===== config.mk =====
export PLATFORM = sky130hd
export DESIGN_NAME = i2UnitTop
export DESIGN_NICKNAME = d
export VERILOG_FILES = /design/src/wiscPkg.sv /design/src/i2UnitTop.sv /design/src/axiLiteSlave.sv /design/src/writeBack.sv /design/src/branchJumpAlu.sv /design/src/instrDecode.sv /design/src/cla16.sv
export SDC_FILE = /design/constraint.sdc
export NUM_CORES = 1
export LEC_CHECK = 0
export ABC_CLOCK_PERIOD_IN_PS = 10500
export CAP_MARGIN = 30
export CORE_AREA = 4 4 166 233
export CTS_BUF_LIST = sky130_fd_sc_hd__clkbuf_8
export DETAILED_ROUTE_END_ITERATION = 12
export DIE_AREA = 0 0 170 237
export DONT_BUFFER_PORTS = 1
export HOLD_SLACK_MARGIN = 0.06
export PLACE_DENSITY = 0.64
export SYNTH_ARGS = -nofsm -noshare
export SYNTH_HDL_FRONTEND = slang
export SYNTH_SLANG_ARGS = --single-unit

===== constraint.sdc =====
create_clock -name clk -period 10.5 [get_ports clk]
set_input_delay 2.625 -clock clk [delete_from_list [all_inputs] [get_ports clk]]
set_output_delay 2.625 -clock clk [all_outputs]
set_load 0.005 [all_outputs]

===== src/wiscPkg.sv =====
package wiscPkg;

	// datapath sizes fixed by the ISA
	localparam int dataW = 16;
	localparam int regCount = 8;
	localparam int regIdxW = 3;
	localparam int immW = 8;

	// AXI4-Lite bus widths
	localparam int axiAddrW = 8;
	localparam int axiDataW = 32;

	// register map, one 32-bit word per slot
	localparam logic [axiAddrW-1:0] regBase = 8'h00;
	localparam logic [axiAddrW-1:0] pcAddr = 8'h20;
	localparam logic [axiAddrW-1:0] instrAddr = 8'h24;
	localparam logic [axiAddrW-1:0] statusAddr = 8'h28;
	// first address bit above the register window
	localparam int regSpanLsb = $clog2(regCount) + 2;

	// response codes
	localparam logic [1:0] respOkay = 2'b00;
	localparam logic [1:0] respSlvErr = 2'b10;

	// status word bits
	localparam int statusW = 3;
	localparam int busyBit = 0;
	localparam int ovfBit = 1;
	localparam int illegalBit = 2;

	// link register for JALR
	localparam logic [regIdxW-1:0] r7Idx = 3'd7;
	// host write target with msb set selects the PC
	localparam logic [regIdxW:0] targetPc = 4'b1000;

	typedef enum logic [4:0] {
		opJr = 5'b00101,
		opJalr = 5'b00111,
		opBeqz = 5'b01100,
		opBnez = 5'b01101,
		opBltz = 5'b01110,
		opBgez = 5'b01111,
		opSlbi = 5'b10010,
		opLbi = 5'b11000,
		opIllegal = 5'b11111
	} opcodeT;

	// decode to execute
	typedef struct packed {
		opcodeT opcode;
		logic [regIdxW-1:0] rsIdx;
		logic [dataW-1:0] imm;
		logic [dataW-1:0] rsVal;
		logic [dataW-1:0] curPc;
	} decodedT;

	// execute to writeBack
	typedef struct packed {
		logic [dataW-1:0] newPc;
		logic [dataW-1:0] writeData;
		logic writeEn;
		logic [regIdxW-1:0] writeIdx;
		logic ovf;
		logic illegal;
	} resultT;

	// host register or PC write
	typedef struct packed {
		logic valid;
		logic [regIdxW:0] target;
		logic [dataW-1:0] data;
	} hostWriteT;

endpackage

===== src/i2UnitTop.sv =====
`timescale 1ns/1ps
module i2UnitTop (
	input logic clk,
	input logic arstN,
	input logic [wiscPkg::axiAddrW-1:0] awaddr,
	input logic awvalid,
	output logic awready,
	input logic [wiscPkg::axiDataW-1:0] wdata,
	input logic [3:0] wstrb,
	input logic wvalid,
	output logic wready,
	output logic [1:0] bresp,
	output logic bvalid,
	input logic bready,
	input logic [wiscPkg::axiAddrW-1:0] araddr,
	input logic arvalid,
	output logic arready,
	output logic [wiscPkg::axiDataW-1:0] rdata,
	output logic [1:0] rresp,
	output logic rvalid,
	input logic rready
);
	import wiscPkg::*;

	// host side
	hostWriteT hostWr;
	logic [regIdxW-1:0] regRaddr;
	logic [dataW-1:0] regRdata;
	logic [dataW-1:0] pcVal;
	logic [statusW-1:0] statusBits;
	logic launch;
	logic [dataW-1:0] instrWord;
	// instruction path
	logic [regIdxW-1:0] rsIdx;
	logic [dataW-1:0] rsVal;
	logic decValid;
	decodedT dec;
	logic exValid;
	resultT res;

	axiLiteSlave iSlave (
		.clk(clk),
		.arstN(arstN),
		.awaddr(awaddr),
		.awvalid(awvalid),
		.awready(awready),
		.wdata(wdata),
		.wstrb(wstrb),
		.wvalid(wvalid),
		.wready(wready),
		.bresp(bresp),
		.bvalid(bvalid),
		.bready(bready),
		.araddr(araddr),
		.arvalid(arvalid),
		.arready(arready),
		.rdata(rdata),
		.rresp(rresp),
		.rvalid(rvalid),
		.rready(rready),
		.regRdata(regRdata),
		.pcVal(pcVal),
		.statusBits(statusBits),
		.hostWr(hostWr),
		.regRaddr(regRaddr),
		.launch(launch),
		.instrWord(instrWord)
	);

	instrDecode iDecode (
		.clk(clk),
		.arstN(arstN),
		.launch(launch),
		.instrWord(instrWord),
		.rsVal(rsVal),
		.pcVal(pcVal),
		.rsIdx(rsIdx),
		.decValid(decValid),
		.dec(dec)
	);

	branchJumpAlu iExec (
		.clk(clk),
		.arstN(arstN),
		.decValid(decValid),
		.dec(dec),
		.exValid(exValid),
		.res(res)
	);

	writeBack iWb (
		.clk(clk),
		.arstN(arstN),
		.hostWr(hostWr),
		.regRaddr(regRaddr),
		.rsIdx(rsIdx),
		.launch(launch),
		.exValid(exValid),
		.res(res),
		.regRdata(regRdata),
		.rsVal(rsVal),
		.pcVal(pcVal),
		.statusBits(statusBits)
	);

endmodule


===== src/axiLiteSlave.sv =====
`timescale 1ns/1ps
module axiLiteSlave (
	input logic clk,
	input logic arstN,
	input logic [wiscPkg::axiAddrW-1:0] awaddr,
	input logic awvalid,
	output logic awready,
	input logic [wiscPkg::axiDataW-1:0] wdata,
	input logic [3:0] wstrb,
	input logic wvalid,
	output logic wready,
	output logic [1:0] bresp,
	output logic bvalid,
	input logic bready,
	input logic [wiscPkg::axiAddrW-1:0] araddr,
	input logic arvalid,
	output logic arready,
	output logic [wiscPkg::axiDataW-1:0] rdata,
	output logic [1:0] rresp,
	output logic rvalid,
	input logic rready,
	input logic [wiscPkg::dataW-1:0] regRdata,
	input logic [wiscPkg::dataW-1:0] pcVal,
	input logic [wiscPkg::statusW-1:0] statusBits,
	output wiscPkg::hostWriteT hostWr,
	output logic [wiscPkg::regIdxW-1:0] regRaddr,
	output logic launch,
	output logic [wiscPkg::dataW-1:0] instrWord
);
	import wiscPkg::*;

	logic wrReady;
	logic wrStart;
	logic wrFire;
	logic wrIsReg;
	logic wrIsPc;
	logic wrIsInstr;
	logic wrOk;
	logic hostWrValid;
	logic [regIdxW:0] hostTarget;
	logic [dataW-1:0] hostData;
	logic rdFire;
	logic rdIsReg;
	logic [axiDataW-1:0] rdNext;
	logic [1:0] rdRespNext;

	// write decode, both low byte lanes must be enabled
	assign wrIsReg = (awaddr[axiAddrW-1:regSpanLsb] == regBase[axiAddrW-1:regSpanLsb])
		&& (awaddr[1:0] == 2'b00);
	assign wrIsPc = (awaddr == pcAddr);
	assign wrIsInstr = (awaddr == instrAddr);
	assign wrOk = (wrIsReg | wrIsPc | wrIsInstr) & (&wstrb[1:0]);

	// accept only when idle and no response or launch in flight
	assign wrStart = awvalid & wvalid & ~wrReady & ~bvalid & ~launch
		& ~statusBits[busyBit];
	assign wrFire = wrReady & awvalid & wvalid;
	assign awready = wrReady;
	assign wready = wrReady;

	always_ff @(posedge clk or negedge arstN) begin
		if (!arstN) begin
			wrReady <= 1'b0;
			bvalid <= 1'b0;
			hostWrValid <= 1'b0;
			launch <= 1'b0;
		end else begin
			wrReady <= wrStart;
			hostWrValid <= wrFire & wrOk & (wrIsReg | wrIsPc);
			// one-cycle launch pulse
			launch <= wrFire & wrOk & wrIsInstr;
			if (wrFire) begin
				bvalid <= 1'b1;
			end else if (bready) begin
				bvalid <= 1'b0;
			end
		end
	end

	// write payload, status writes fall into SLVERR
	always_ff @(posedge clk) begin
		if (wrFire) begin
			bresp <= wrOk ? respOkay : respSlvErr;
			hostTarget <= wrIsPc ? targetPc : {1'b0, awaddr[regSpanLsb-1:2]};
			hostData <= wdata[dataW-1:0];
			if (wrIsInstr) begin
				instrWord <= wdata[dataW-1:0];
			end
		end
	end

	assign hostWr = '{valid: hostWrValid, target: hostTarget, data: hostData};

	// read side
	assign arready = ~rvalid;
	assign rdFire = arvalid & arready;
	assign regRaddr = araddr[regSpanLsb-1:2];
	assign rdIsReg = (araddr[axiAddrW-1:regSpanLsb] == regBase[axiAddrW-1:regSpanLsb])
		&& (araddr[1:0] == 2'b00);

	always_comb begin
		rdNext = '0;
		rdRespNext = respOkay;
		if (rdIsReg) begin
			rdNext = axiDataW'(regRdata);
		end else if (araddr == pcAddr) begin
			rdNext = axiDataW'(pcVal);
		end else if (araddr == statusAddr) begin
			rdNext = axiDataW'(statusBits);
		end else begin
			// instrAddr is write only
			rdRespNext = respSlvErr;
		end
	end

	always_ff @(posedge clk or negedge arstN) begin
		if (!arstN) begin
			rvalid <= 1'b0;
		end else if (rdFire) begin
			rvalid <= 1'b1;
		end else if (rready) begin
			rvalid <= 1'b0;
		end
	end

	always_ff @(posedge clk) begin
		if (rdFire) begin
			rdata <= rdNext;
			rresp <= rdRespNext;
		end
	end

endmodule


===== src/writeBack.sv =====
`timescale 1ns/1ps
module writeBack (
	input logic clk,
	input logic arstN,
	input wiscPkg::hostWriteT hostWr,
	input logic [wiscPkg::regIdxW-1:0] regRaddr,
	input logic [wiscPkg::regIdxW-1:0] rsIdx,
	input logic launch,
	input logic exValid,
	input wiscPkg::resultT res,
	output logic [wiscPkg::dataW-1:0] regRdata,
	output logic [wiscPkg::dataW-1:0] rsVal,
	output logic [wiscPkg::dataW-1:0] pcVal,
	output logic [wiscPkg::statusW-1:0] statusBits
);
	import wiscPkg::*;

	logic [dataW-1:0] regFile [regCount];
	logic [dataW-1:0] pc;
	logic busy;
	logic ovfFlag;
	logic illegalFlag;

	always_ff @(posedge clk or negedge arstN) begin
		if (!arstN) begin
			for (int i = 0; i < regCount; i++) begin
				regFile[i] <= '0;
			end
			pc <= '0;
			busy <= 1'b0;
			ovfFlag <= 1'b0;
			illegalFlag <= 1'b0;
		end else begin
			// busy spans launch to commit
			if (launch) begin
				busy <= 1'b1;
			end
			// commit of the executed instruction
			if (exValid) begin
				busy <= 1'b0;
				ovfFlag <= res.ovf;
				illegalFlag <= res.illegal;
				if (res.writeEn) begin
					regFile[res.writeIdx] <= res.writeData;
				end
				// illegal opcodes leave the pc alone
				if (!res.illegal) begin
					pc <= res.newPc;
				end
			end
			// host writes only arrive while idle, flags untouched
			if (hostWr.valid) begin
				if (hostWr.target == targetPc) begin
					pc <= hostWr.data;
				end else begin
					regFile[hostWr.target[regIdxW-1:0]] <= hostWr.data;
				end
			end
		end
	end

	// read ports
	assign regRdata = regFile[regRaddr];
	assign rsVal = regFile[rsIdx];
	assign pcVal = pc;

	always_comb begin
		statusBits = '0;
		statusBits[busyBit] = busy;
		statusBits[ovfBit] = ovfFlag;
		statusBits[illegalBit] = illegalFlag;
	end

endmodule


===== src/branchJumpAlu.sv =====
`timescale 1ns/1ps
module branchJumpAlu (
	input logic clk,
	input logic arstN,
	input logic decValid,
	input wiscPkg::decodedT dec,
	output logic exValid,
	output wiscPkg::resultT res
);
	import wiscPkg::*;

	logic [dataW-1:0] seqPc;
	logic [dataW-1:0] brTarget;
	logic [dataW-1:0] jmpTarget;
	logic seqOvf;
	logic brOvf;
	logic jmpOvf;
	logic taken;
	resultT resNext;

	// sequential pc
	cla16 iSeqAdd (
		.a(dec.curPc),
		.b(16'h0002),
		.cIn(1'b0),
		.sum(seqPc),
		.cOut(),
		.ovf(seqOvf)
	);

	// branch target relative to the sequential pc
	cla16 iBrAdd (
		.a(seqPc),
		.b(dec.imm),
		.cIn(1'b0),
		.sum(brTarget),
		.cOut(),
		.ovf(brOvf)
	);

	// jump target from rs
	cla16 iJmpAdd (
		.a(dec.rsVal),
		.b(dec.imm),
		.cIn(1'b0),
		.sum(jmpTarget),
		.cOut(),
		.ovf(jmpOvf)
	);

	// branch condition on rs
	always_comb begin
		case (dec.opcode)
			opBeqz: taken = (dec.rsVal == '0);
			opBnez: taken = (dec.rsVal != '0);
			opBltz: taken = dec.rsVal[dataW-1];
			opBgez: taken = ~dec.rsVal[dataW-1];
			default: taken = 1'b0;
		endcase
	end

	always_comb begin
		// default is a plain fall-through with no register write
		resNext.newPc = seqPc;
		resNext.writeData = dec.imm;
		resNext.writeEn = 1'b0;
		resNext.writeIdx = dec.rsIdx;
		resNext.ovf = seqOvf;
		resNext.illegal = 1'b0;
		case (dec.opcode)
			opBeqz, opBnez, opBltz, opBgez: begin
				resNext.newPc = taken ? brTarget : seqPc;
				resNext.ovf = taken ? brOvf : seqOvf;
			end
			opJr: begin
				resNext.newPc = jmpTarget;
				resNext.ovf = jmpOvf;
			end
			opJalr: begin
				resNext.newPc = jmpTarget;
				resNext.ovf = jmpOvf;
				// link to R7
				resNext.writeData = seqPc;
				resNext.writeEn = 1'b1;
				resNext.writeIdx = r7Idx;
			end
			opLbi: begin
				resNext.writeEn = 1'b1;
			end
			opSlbi: begin
				// shift by eight is just wiring
				resNext.writeData = {dec.rsVal[dataW-immW-1:0], dec.imm[immW-1:0]};
				resNext.writeEn = 1'b1;
			end
			default: begin
				// illegal keeps the pc and reports no overflow
				resNext.newPc = dec.curPc;
				resNext.ovf = 1'b0;
				resNext.illegal = 1'b1;
			end
		endcase
	end

	always_ff @(posedge clk or negedge arstN) begin
		if (!arstN) begin
			exValid <= 1'b0;
		end else begin
			exValid <= decValid;
		end
	end

	always_ff @(posedge clk) begin
		if (decValid) begin
			res <= resNext;
		end
	end

endmodule


===== src/instrDecode.sv =====
`timescale 1ns/1ps
module instrDecode (
	input logic clk,
	input logic arstN,
	input logic launch,
	input logic [wiscPkg::dataW-1:0] instrWord,
	input logic [wiscPkg::dataW-1:0] rsVal,
	input logic [wiscPkg::dataW-1:0] pcVal,
	output logic [wiscPkg::regIdxW-1:0] rsIdx,
	output logic decValid,
	output wiscPkg::decodedT dec
);
	import wiscPkg::*;

	opcodeT opcode;
	logic [dataW-1:0] immSext;
	logic [dataW-1:0] immZext;
	decodedT decNext;

	// rs index goes straight to the register file read port
	assign rsIdx = instrWord[10:8];

	// anything outside the supported set is illegal
	always_comb begin
		case (instrWord[15:11])
			opBeqz, opBnez, opBltz, opBgez, opJr, opJalr, opLbi, opSlbi:
				opcode = opcodeT'(instrWord[15:11]);
			default:
				opcode = opIllegal;
		endcase
	end

	assign immSext = {{(dataW-immW){instrWord[immW-1]}}, instrWord[immW-1:0]};
	assign immZext = {{(dataW-immW){1'b0}}, instrWord[immW-1:0]};

	always_comb begin
		decNext.opcode = opcode;
		decNext.rsIdx = rsIdx;
		// only SLBI wants the raw byte
		decNext.imm = (opcode == opSlbi) ? immZext : immSext;
		decNext.rsVal = rsVal;
		decNext.curPc = pcVal;
	end

	always_ff @(posedge clk or negedge arstN) begin
		if (!arstN) begin
			decValid <= 1'b0;
		end else begin
			decValid <= launch;
		end
	end

	// operands are stable while launch is high
	always_ff @(posedge clk) begin
		if (launch) begin
			dec <= decNext;
		end
	end

endmodule


===== src/cla16.sv =====
`timescale 1ns/1ps
module cla16 (
	input logic [wiscPkg::dataW-1:0] a,
	input logic [wiscPkg::dataW-1:0] b,
	input logic cIn,
	output logic [wiscPkg::dataW-1:0] sum,
	output logic cOut,
	output logic ovf
);
	import wiscPkg::*;

	// bit propagate and generate
	logic [dataW-1:0] p;
	logic [dataW-1:0] g;
	// group terms over four-bit slices
	logic [3:0] gp;
	logic [3:0] gg;
	// carry into each group, gc[4] is the final carry
	logic [4:0] gc;
	// carry into each bit
	logic [dataW:0] c;

	assign p = a ^ b;
	assign g = a & b;

	always_comb begin
		for (int k = 0; k < 4; k++) begin
			gp[k] = &p[4*k +: 4];
			gg[k] = g[4*k+3] | (p[4*k+3] & g[4*k+2]) | (p[4*k+3] & p[4*k+2] & g[4*k+1])
				| (p[4*k+3] & p[4*k+2] & p[4*k+1] & g[4*k]);
		end
	end

	// second level lookahead across the groups
	assign gc[0] = cIn;
	assign gc[1] = gg[0] | (gp[0] & cIn);
	assign gc[2] = gg[1] | (gp[1] & gg[0]) | (gp[1] & gp[0] & cIn);
	assign gc[3] = gg[2] | (gp[2] & gg[1]) | (gp[2] & gp[1] & gg[0])
		| (gp[2] & gp[1] & gp[0] & cIn);
	assign gc[4] = gg[3] | (gp[3] & gg[2]) | (gp[3] & gp[2] & gg[1])
		| (gp[3] & gp[2] & gp[1] & gg[0]) | (gp[3] & gp[2] & gp[1] & gp[0] & cIn);

	always_comb begin
		for (int k = 0; k < 4; k++) begin
			c[4*k] = gc[k];
			// carries inside a group from its own carry-in
			for (int i = 0; i < 3; i++) begin
				c[4*k+i+1] = g[4*k+i] | (p[4*k+i] & c[4*k+i]);
			end
		end
		c[dataW] = gc[4];
	end

	assign sum = p ^ c[dataW-1:0];
	assign cOut = c[dataW];
	// signed overflow when carry into and out of the sign bit differ
	assign ovf = c[dataW-1] ^ c[dataW];

endmodule


==> metrics.cfg, run 1 <==
[sta]
finalSetupViolCount=0
fmax_mhz=208
slew_violations=0
period_needed_ps=4810
rsz0062_at_grt=no
worst_slew_pin_slew_ps=1010
finalCritPeriodShare_pct=45.8
hold_slack_ps=413
hold_viol_final=0
slew_headroom_pct=32.5
skew_ps=12.7
final.setup.tns_ps=0

[floorplan]
ios=100
die_w_microns=170
initial_core_util_pct=44.7
die_area_sq_um=40300
core_area_sq_um=36500
fp.dieH_microns=237
num_rows=83

[routing]
drc=0
ant_nets=0
vias=10900
drtPass1Iterations=7
drt_iter0_drc=1041
via_per_inst=5.93
wirelength_microns=45600
wire_per_inst_microns=24.7

[worst_setup_path]
cp.required_ps=10830
crit_path_end_kind=flop
path_buf_inv=2
crit_chain=nand3_1, inv_1, ha_1, ha_1, ha_1, xor2_1, ha_1, a21oi_1, o21ai_0, a21oi_1, inv_1, fa_1, fa_1, fa_1, xor2_1, a22oi_1, o211ai_1
cp.arrival_ps=5140
cp_max_fo=5
startpoint_type=flop
cp_slowest_stage_delay_ps=490
crit_top_cell=ha_1
worst-setup-path-type=flop to flop
crit_family=adder cells
crit_slowest_cell=edfxtp_1

[finish]
final_cells=1844
fin_area_sq_um=17600
drive_gt1_share_pct=15.2
area_growth_pct=7.91
nets=1454
final_cell_mix=mux2i_1 (160), dfrtp_1 (153), edfxtp_1 (141), nand2_1 (123), nor2_1 (107)
final_common_cell=mux2i_1
final_core_util_pct=48.3

[clock_network]
numCtsBuffers=45
cts_tree=yes
cts-root-buf=clkbuf_8
clk_latency_ps=590
clockBufferDepth=3
hold_buffers=0
htreeDepth=2
cts_resized=0
postCtsSetupBuffers=0
clk_pin_slew_ps=70
clkSinkCount=295

[power]
vdd.ir_drop.worst_mv=0.165
p_per_area_nw_per_um2=128
p_comb_share_pct=0.9
p_sw_mw=0.478
clockPowerShare_pct=44.7
leakage_nw=7.13
intPower_mw=1.77
power_frac_seq_pct=54.5
switching_share_pct=21.3

[global_route]
grt_pass1_wl_microns=69000
grt_pass1_vias=11200
grt-busiest-layer=met2
use_met3_pct=3.76
antenna_found_initial=5
grtUsageMet1_pct=27.6
grt_overflow=0
met2_usage_pct=38.5
grt_start_max_net_pins=155
gr-usage-all-layers_pct=22.7

[yosys]
netlist_top_cells_area=edfxtp_1 (26%), dfrtp_1 (24%), mux2i_1 (9.8%), mux4_2 (8.8%), ha_1 (3.2%)
async_reset_ff_share_pct=52.2
avgSynthCellArea_sq_um=11.9
dominantRegCellSynth=dfrtp_1
netlist_instances=1366
synth_edf_count=141
yosys.area.top_type=edfxtp_1
syn_area_sq_um=16300
ys_types=65
yosys_warnings=0
synth_top_area_share_pct=26.0
synth-seq-cells=295
ys_seq_area_share_pct=49.6

[placement]
dp.cells=1751
hpwl_microns=29500
place.gp.congestion=0.922
port_buffers=0
placed_cell_area_sq_um=16600

[run_status]
outcome=complete, no violations

[run]
maxCapViolCount=0

[worst_hold_path]
hp-class=flop to flop

-- final cells by class --
type	instances	area [sq um]
timing repair buffer	29	253
sequential	295	8090
tap	467	584
clock inverter	32	235
multi-input combinational	924	7570
fill	3167	18900
inverter	36	135
clock buffer	51	702
antenna	10	25.0
-- per-layer routing --
layer	share of wire, %	vias up
met5	0	-
met4	5.3	0
met3	6.5	127
met2	51	395
met1	37	5487
li1	-	4920
-- stage by stage --
step                worst slack, ps  total power, mW
global placement               5560             1.27
detailed placement             5740             1.27
floorplan                      6040             1.27
finish                         5690             2.25
CTS                            5710             2.27
global route                   5410             2.32
-- worst paths after layout --
path                                                from                        end  slack, ps  cells past startpoint
max                             iDecode.dec[1]$_DFFE_PP_    iExec.res[33]$_DFFE_PP_       5690                     17
min                        iSlave.instrWord[3]$_DFFE_PP_  iDecode.dec[35]$_DFFE_PP_        410                      0
max reg2reg                     iDecode.dec[1]$_DFFE_PP_    iExec.res[33]$_DFFE_PP_       5690                     17
min reg2reg                iSlave.instrWord[3]$_DFFE_PP_  iDecode.dec[35]$_DFFE_PP_        410                      0
max in group asynchronous                          arstN    iSlave.launch$_DFF_PN0_       8430                      0
min in group asynchronous                          arstN    iWb.pcVal[11]$_DFF_PN0_       1730                      0
-- Yosys cell counts, types with 5 or more instances --
library cell	count
edfxtp_1	141
dfrtp_1	154
nand2_1	123
buf_2	13
mux2i_1	160
nor3_1	8
o21ai_0	86
clkbuf_1	80
nor2_1	107
o211ai_1	5
a21oi_1	89
ha_1	42
o21ai_1	31
xnor2_1	6
a22oi_1	6
nor2b_1	7
a221o_1	10
nand2b_1	9
fa_1	22
nand3_1	10
inv_1	36
mux2_2	19
buf_1	5
nand4_1	10
xor2_1	11
mux4_2	64
buf_4	27
a221oi_2	5
a221oi_1	6
-- power by group through the flow --
stage	combinational (mW)	clock, mW	sequential (mW)
floorplan	0.0293	0	1.24
global placement	0.0192	0	1.25
detailed placement	0.0200	0	1.25
CTS	0.0199	1.03	1.22
global route	0.0212	1.08	1.22
finish	0.0198	1.00	1.22
-- state kept, by name, indices dropped and copies added, names as in the netlist, 4 cells and up --
register           count
iWb.pcVal             16
iExec.res             38
iDecode.dec           49
iSlave.rdata          16
iWb.regFile          128
iSlave.hostData       16
iSlave.instrWord      16
iSlave.hostTarget      4
-- kinds of logic (layout without fill, tap and decap cells) --
group | after synthesis | count (layout) | share of synthesized area [%]
simple gates | 320 | 320 | 9.45
other cells | 1 | 28 | 0.0230
mux | 244 | 244 | 20.1
flops | 295 | 295 | 49.6
xor+xnor | 17 | 17 | 0.913
fa+ha+maj | 64 | 64 | 5.92
compound gates | 261 | 261 | 9.33
buf+inv | 164 | 148 | 4.64
Power figures use the tool's default switching activity.
==> run 2: changes to the inputs <==
--- a/config.mk
+++ b/config.mk
@@ -5,7 +5,7 @@
 export SDC_FILE = /design/constraint.sdc
 export NUM_CORES = 1
 export LEC_CHECK = 0
-export ABC_CLOCK_PERIOD_IN_PS = 10500
+export ABC_CLOCK_PERIOD_IN_PS = 4300
 export CAP_MARGIN = 30
 export CORE_AREA = 4 4 166 233
 export CTS_BUF_LIST = sky130_fd_sc_hd__clkbuf_8
@@ -13,7 +13,7 @@
 export DIE_AREA = 0 0 170 237
 export DONT_BUFFER_PORTS = 1
 export HOLD_SLACK_MARGIN = 0.06
-export PLACE_DENSITY = 0.64
+export PLACE_DENSITY = 0.66
 export SYNTH_ARGS = -nofsm -noshare
 export SYNTH_HDL_FRONTEND = slang
 export SYNTH_SLANG_ARGS = --single-unit
==> constraint.sdc (replaced) <==
create_clock -name clk -period 4.3 [get_ports clk]
set_input_delay 1.075 -clock clk [delete_from_list [all_inputs] [get_ports clk]]
set_output_delay 1.075 -clock clk [all_outputs]
set_load 0.005 [all_outputs]
==> metrics.cfg, run 2 (synthesis results as in run 1) <==
[run_status]
outcome=complete, no violations

[worst_setup_path]
worst-setup-path-type=flop to flop
crit_family=adder cells
r2r-end=iExec.res[37]$_DFFE_PP_
cp_slowest_stage_delay_ps=420
crit_slowest_cell=edfxtp_1
path_buf_inv=4
startpoint_type=flop
cp.arrival_ps=4450
cp.required_ps=4610
r2r-start=iDecode.dec[1]$_DFFE_PP_
crit_chain=nand3_2, inv_1, ha_1, ha_1, ha_1, xor2_1, ha_1, a21oi_1, o21ai_0, a21oi_1, buf_4, o21bai_1, fa_2, fa_1, inv_2, fa_2, xnor2_1, a22oi_1, buf_4, nand3_1
r2r_slack_ps=170
crit_top_cell=ha_1
cp_max_fo=3
crit_path_end_kind=flop
r2r_cells=20

[finish]
nets=1470
final_core_util_pct=48.5
fillers=3190
final_cell_mix=mux2i_1 (160), dfrtp_1 (153), edfxtp_1 (141), nand2_1 (123), nor2_1 (107)
drive_gt1_share_pct=16.6
area_growth_pct=8.33
regMostFlops=iWb.regFile
final_common_cell=mux2i_1
reg_top3=iWb.regFile x128, iDecode.dec x49, iExec.res x38
largest_reg_flops=128

[power]
power_frac_seq_pct=56.2
p_per_area_nw_per_um2=301
vdd.ir_drop.worst_mv=0.276
intPower_mw=4.15
p_comb_share_pct=0.9
switching_share_pct=22.0
p_sw_mw=1.17
leakage_nw=7.18
clockPowerShare_pct=43.0

[clock_network]
cts_tree=yes
htreeDepth=2
clkSinkCount=295
numCtsBuffers=44
clockBufferDepth=3
cts-root-buf=clkbuf_8
clk_latency_ps=580
clk_pin_slew_ps=70

[global_route]
grt_overflow=0
grt_start_max_net_pins=155
gr-usage-all-layers_pct=22.8
antenna_found_initial=3
grt_pass1_vias=11400
grt_pass1_wl_microns=69800

[floorplan]
initial_core_util_pct=44.7
num_rows=83
core_area_sq_um=36500
fp.dieH_microns=237
ios=100
die_w_microns=170
die_area_sq_um=40300

[sta]
hold_viol_final=0
rsz0062_at_grt=no
final.setup.tns_ps=0
hold_slack_ps=192
fmax_mhz=242
slew_violations=0
slew_headroom_pct=34.3
finalCritPeriodShare_pct=96.1
period_needed_ps=4130
finalSetupViolCount=0
skew_ps=13.9
worst_slew_pin_slew_ps=986

[routing]
drtPass1Iterations=5
drt_iter0_drc=1077
wire_per_inst_microns=24.8
wirelength_microns=46000
via_per_inst=6.01
vias=11100
drc=0
ant_nets=0

[run]
maxCapViolCount=0

[placement]
port_buffers=0
hpwl_microns=30400
place.gp.congestion=0.904

[worst_hold_path]
hp-class=input port to asynchronous set/reset pin

## run 2: changes by cell type in the layout (fill, tap and decap cells not counted), moves of 2 or more
cell / previous run / this run
fa_2: 0 / 5
buf_4: 26 / 43
bufinv_16: 4 / 1
diode_2: 10 / 5
buf_12: 0 / 2
fa_1: 22 / 17
buf_8: 2 / 0
## run 2: layout make-up
type	instances	area, sq um	share of cell area, %
clock buffer	52	716	4.05
multi-input combinational	924	7590	43.0
sequential	295	8090	45.8
clock inverter	29	148	0.836
antenna	5	12.5	0.0708
inverter	36	135	0.765
timing repair buffer	46	390	2.21
tap	467	584	3.31
## run 2: worst max path at each step
stage	slack, ps	to	start	depth (start not counted)
detailed placement	90	iExec.res[33]$_DFFE_PP_	iDecode.dec[1]$_DFFE_PP_	17
global placement	110	iExec.res[33]$_DFFE_PP_	iDecode.dec[1]$_DFFE_PP_	17
finish	170	iExec.res[37]$_DFFE_PP_	iDecode.dec[1]$_DFFE_PP_	20
CTS	50	iExec.res[33]$_DFFE_PP_	iDecode.dec[1]$_DFFE_PP_	17
global route	7	iExec.res[37]$_DFFE_PP_	iDecode.dec[1]$_DFFE_PP_	20
floorplan	240	iExec.res[33]$_DFFE_PP_	iDecode.dec[1]$_DFFE_PP_	17
## run 2: metrics by stage
stage	std cells	setup WS, ps	power, mW	cell area (sq um)
global placement	1766	111	3.09	16700
detailed placement	1767	85.0	3.09	16800
floorplan	1383	236	3.10	16400
global route	1854	6.80	5.49	17700
CTS	1848	51.3	5.38	17600
finish	1854	166	5.32	17700
## run 2: worst reg2reg max path, delay by kind of cell (launching register included)
kind,cells,cell delay (ps)
adder cells (fa/ha/maj),7,1880
AO/OA/AOI/OAI,5,680
buffers and inverters,4,430
flip-flops,1,420
XOR/XNOR,2,260
AND/OR/NAND/NOR,2,210
## run 2: power groups by stage
stage,clock [mW],combinational [mW],sequential [mW]
4_1_cts,2.35,0.0466,2.99
3_3_place_gp,0,0.0462,3.04
3_5_place_dp,0,0.0467,3.04
5_1_grt,2.46,0.0499,2.99
6_report,2.29,0.0466,2.99
2_1_floorplan,0,0.0715,3.03
## run 2: what timing repair did
action                                  CTS  global route
gates resized for setup                   0             8
hold buffers                              0             0
hold endpoints to repair                  0             0
buffers inserted                          0             1
endpoints found under the setup margin    0             5
## run 2: routing by layer
layer	part of all wire (%)	track usage, %	vias to the layer above	routed length [microns]
met5	0	0	-	0
met1	38	27.8	5585	17300
met3	6.1	2.94	135	2800
met4	5.6	12.3	0	2580
met2	51	39.0	475	23400
li1	-	-	4940	-
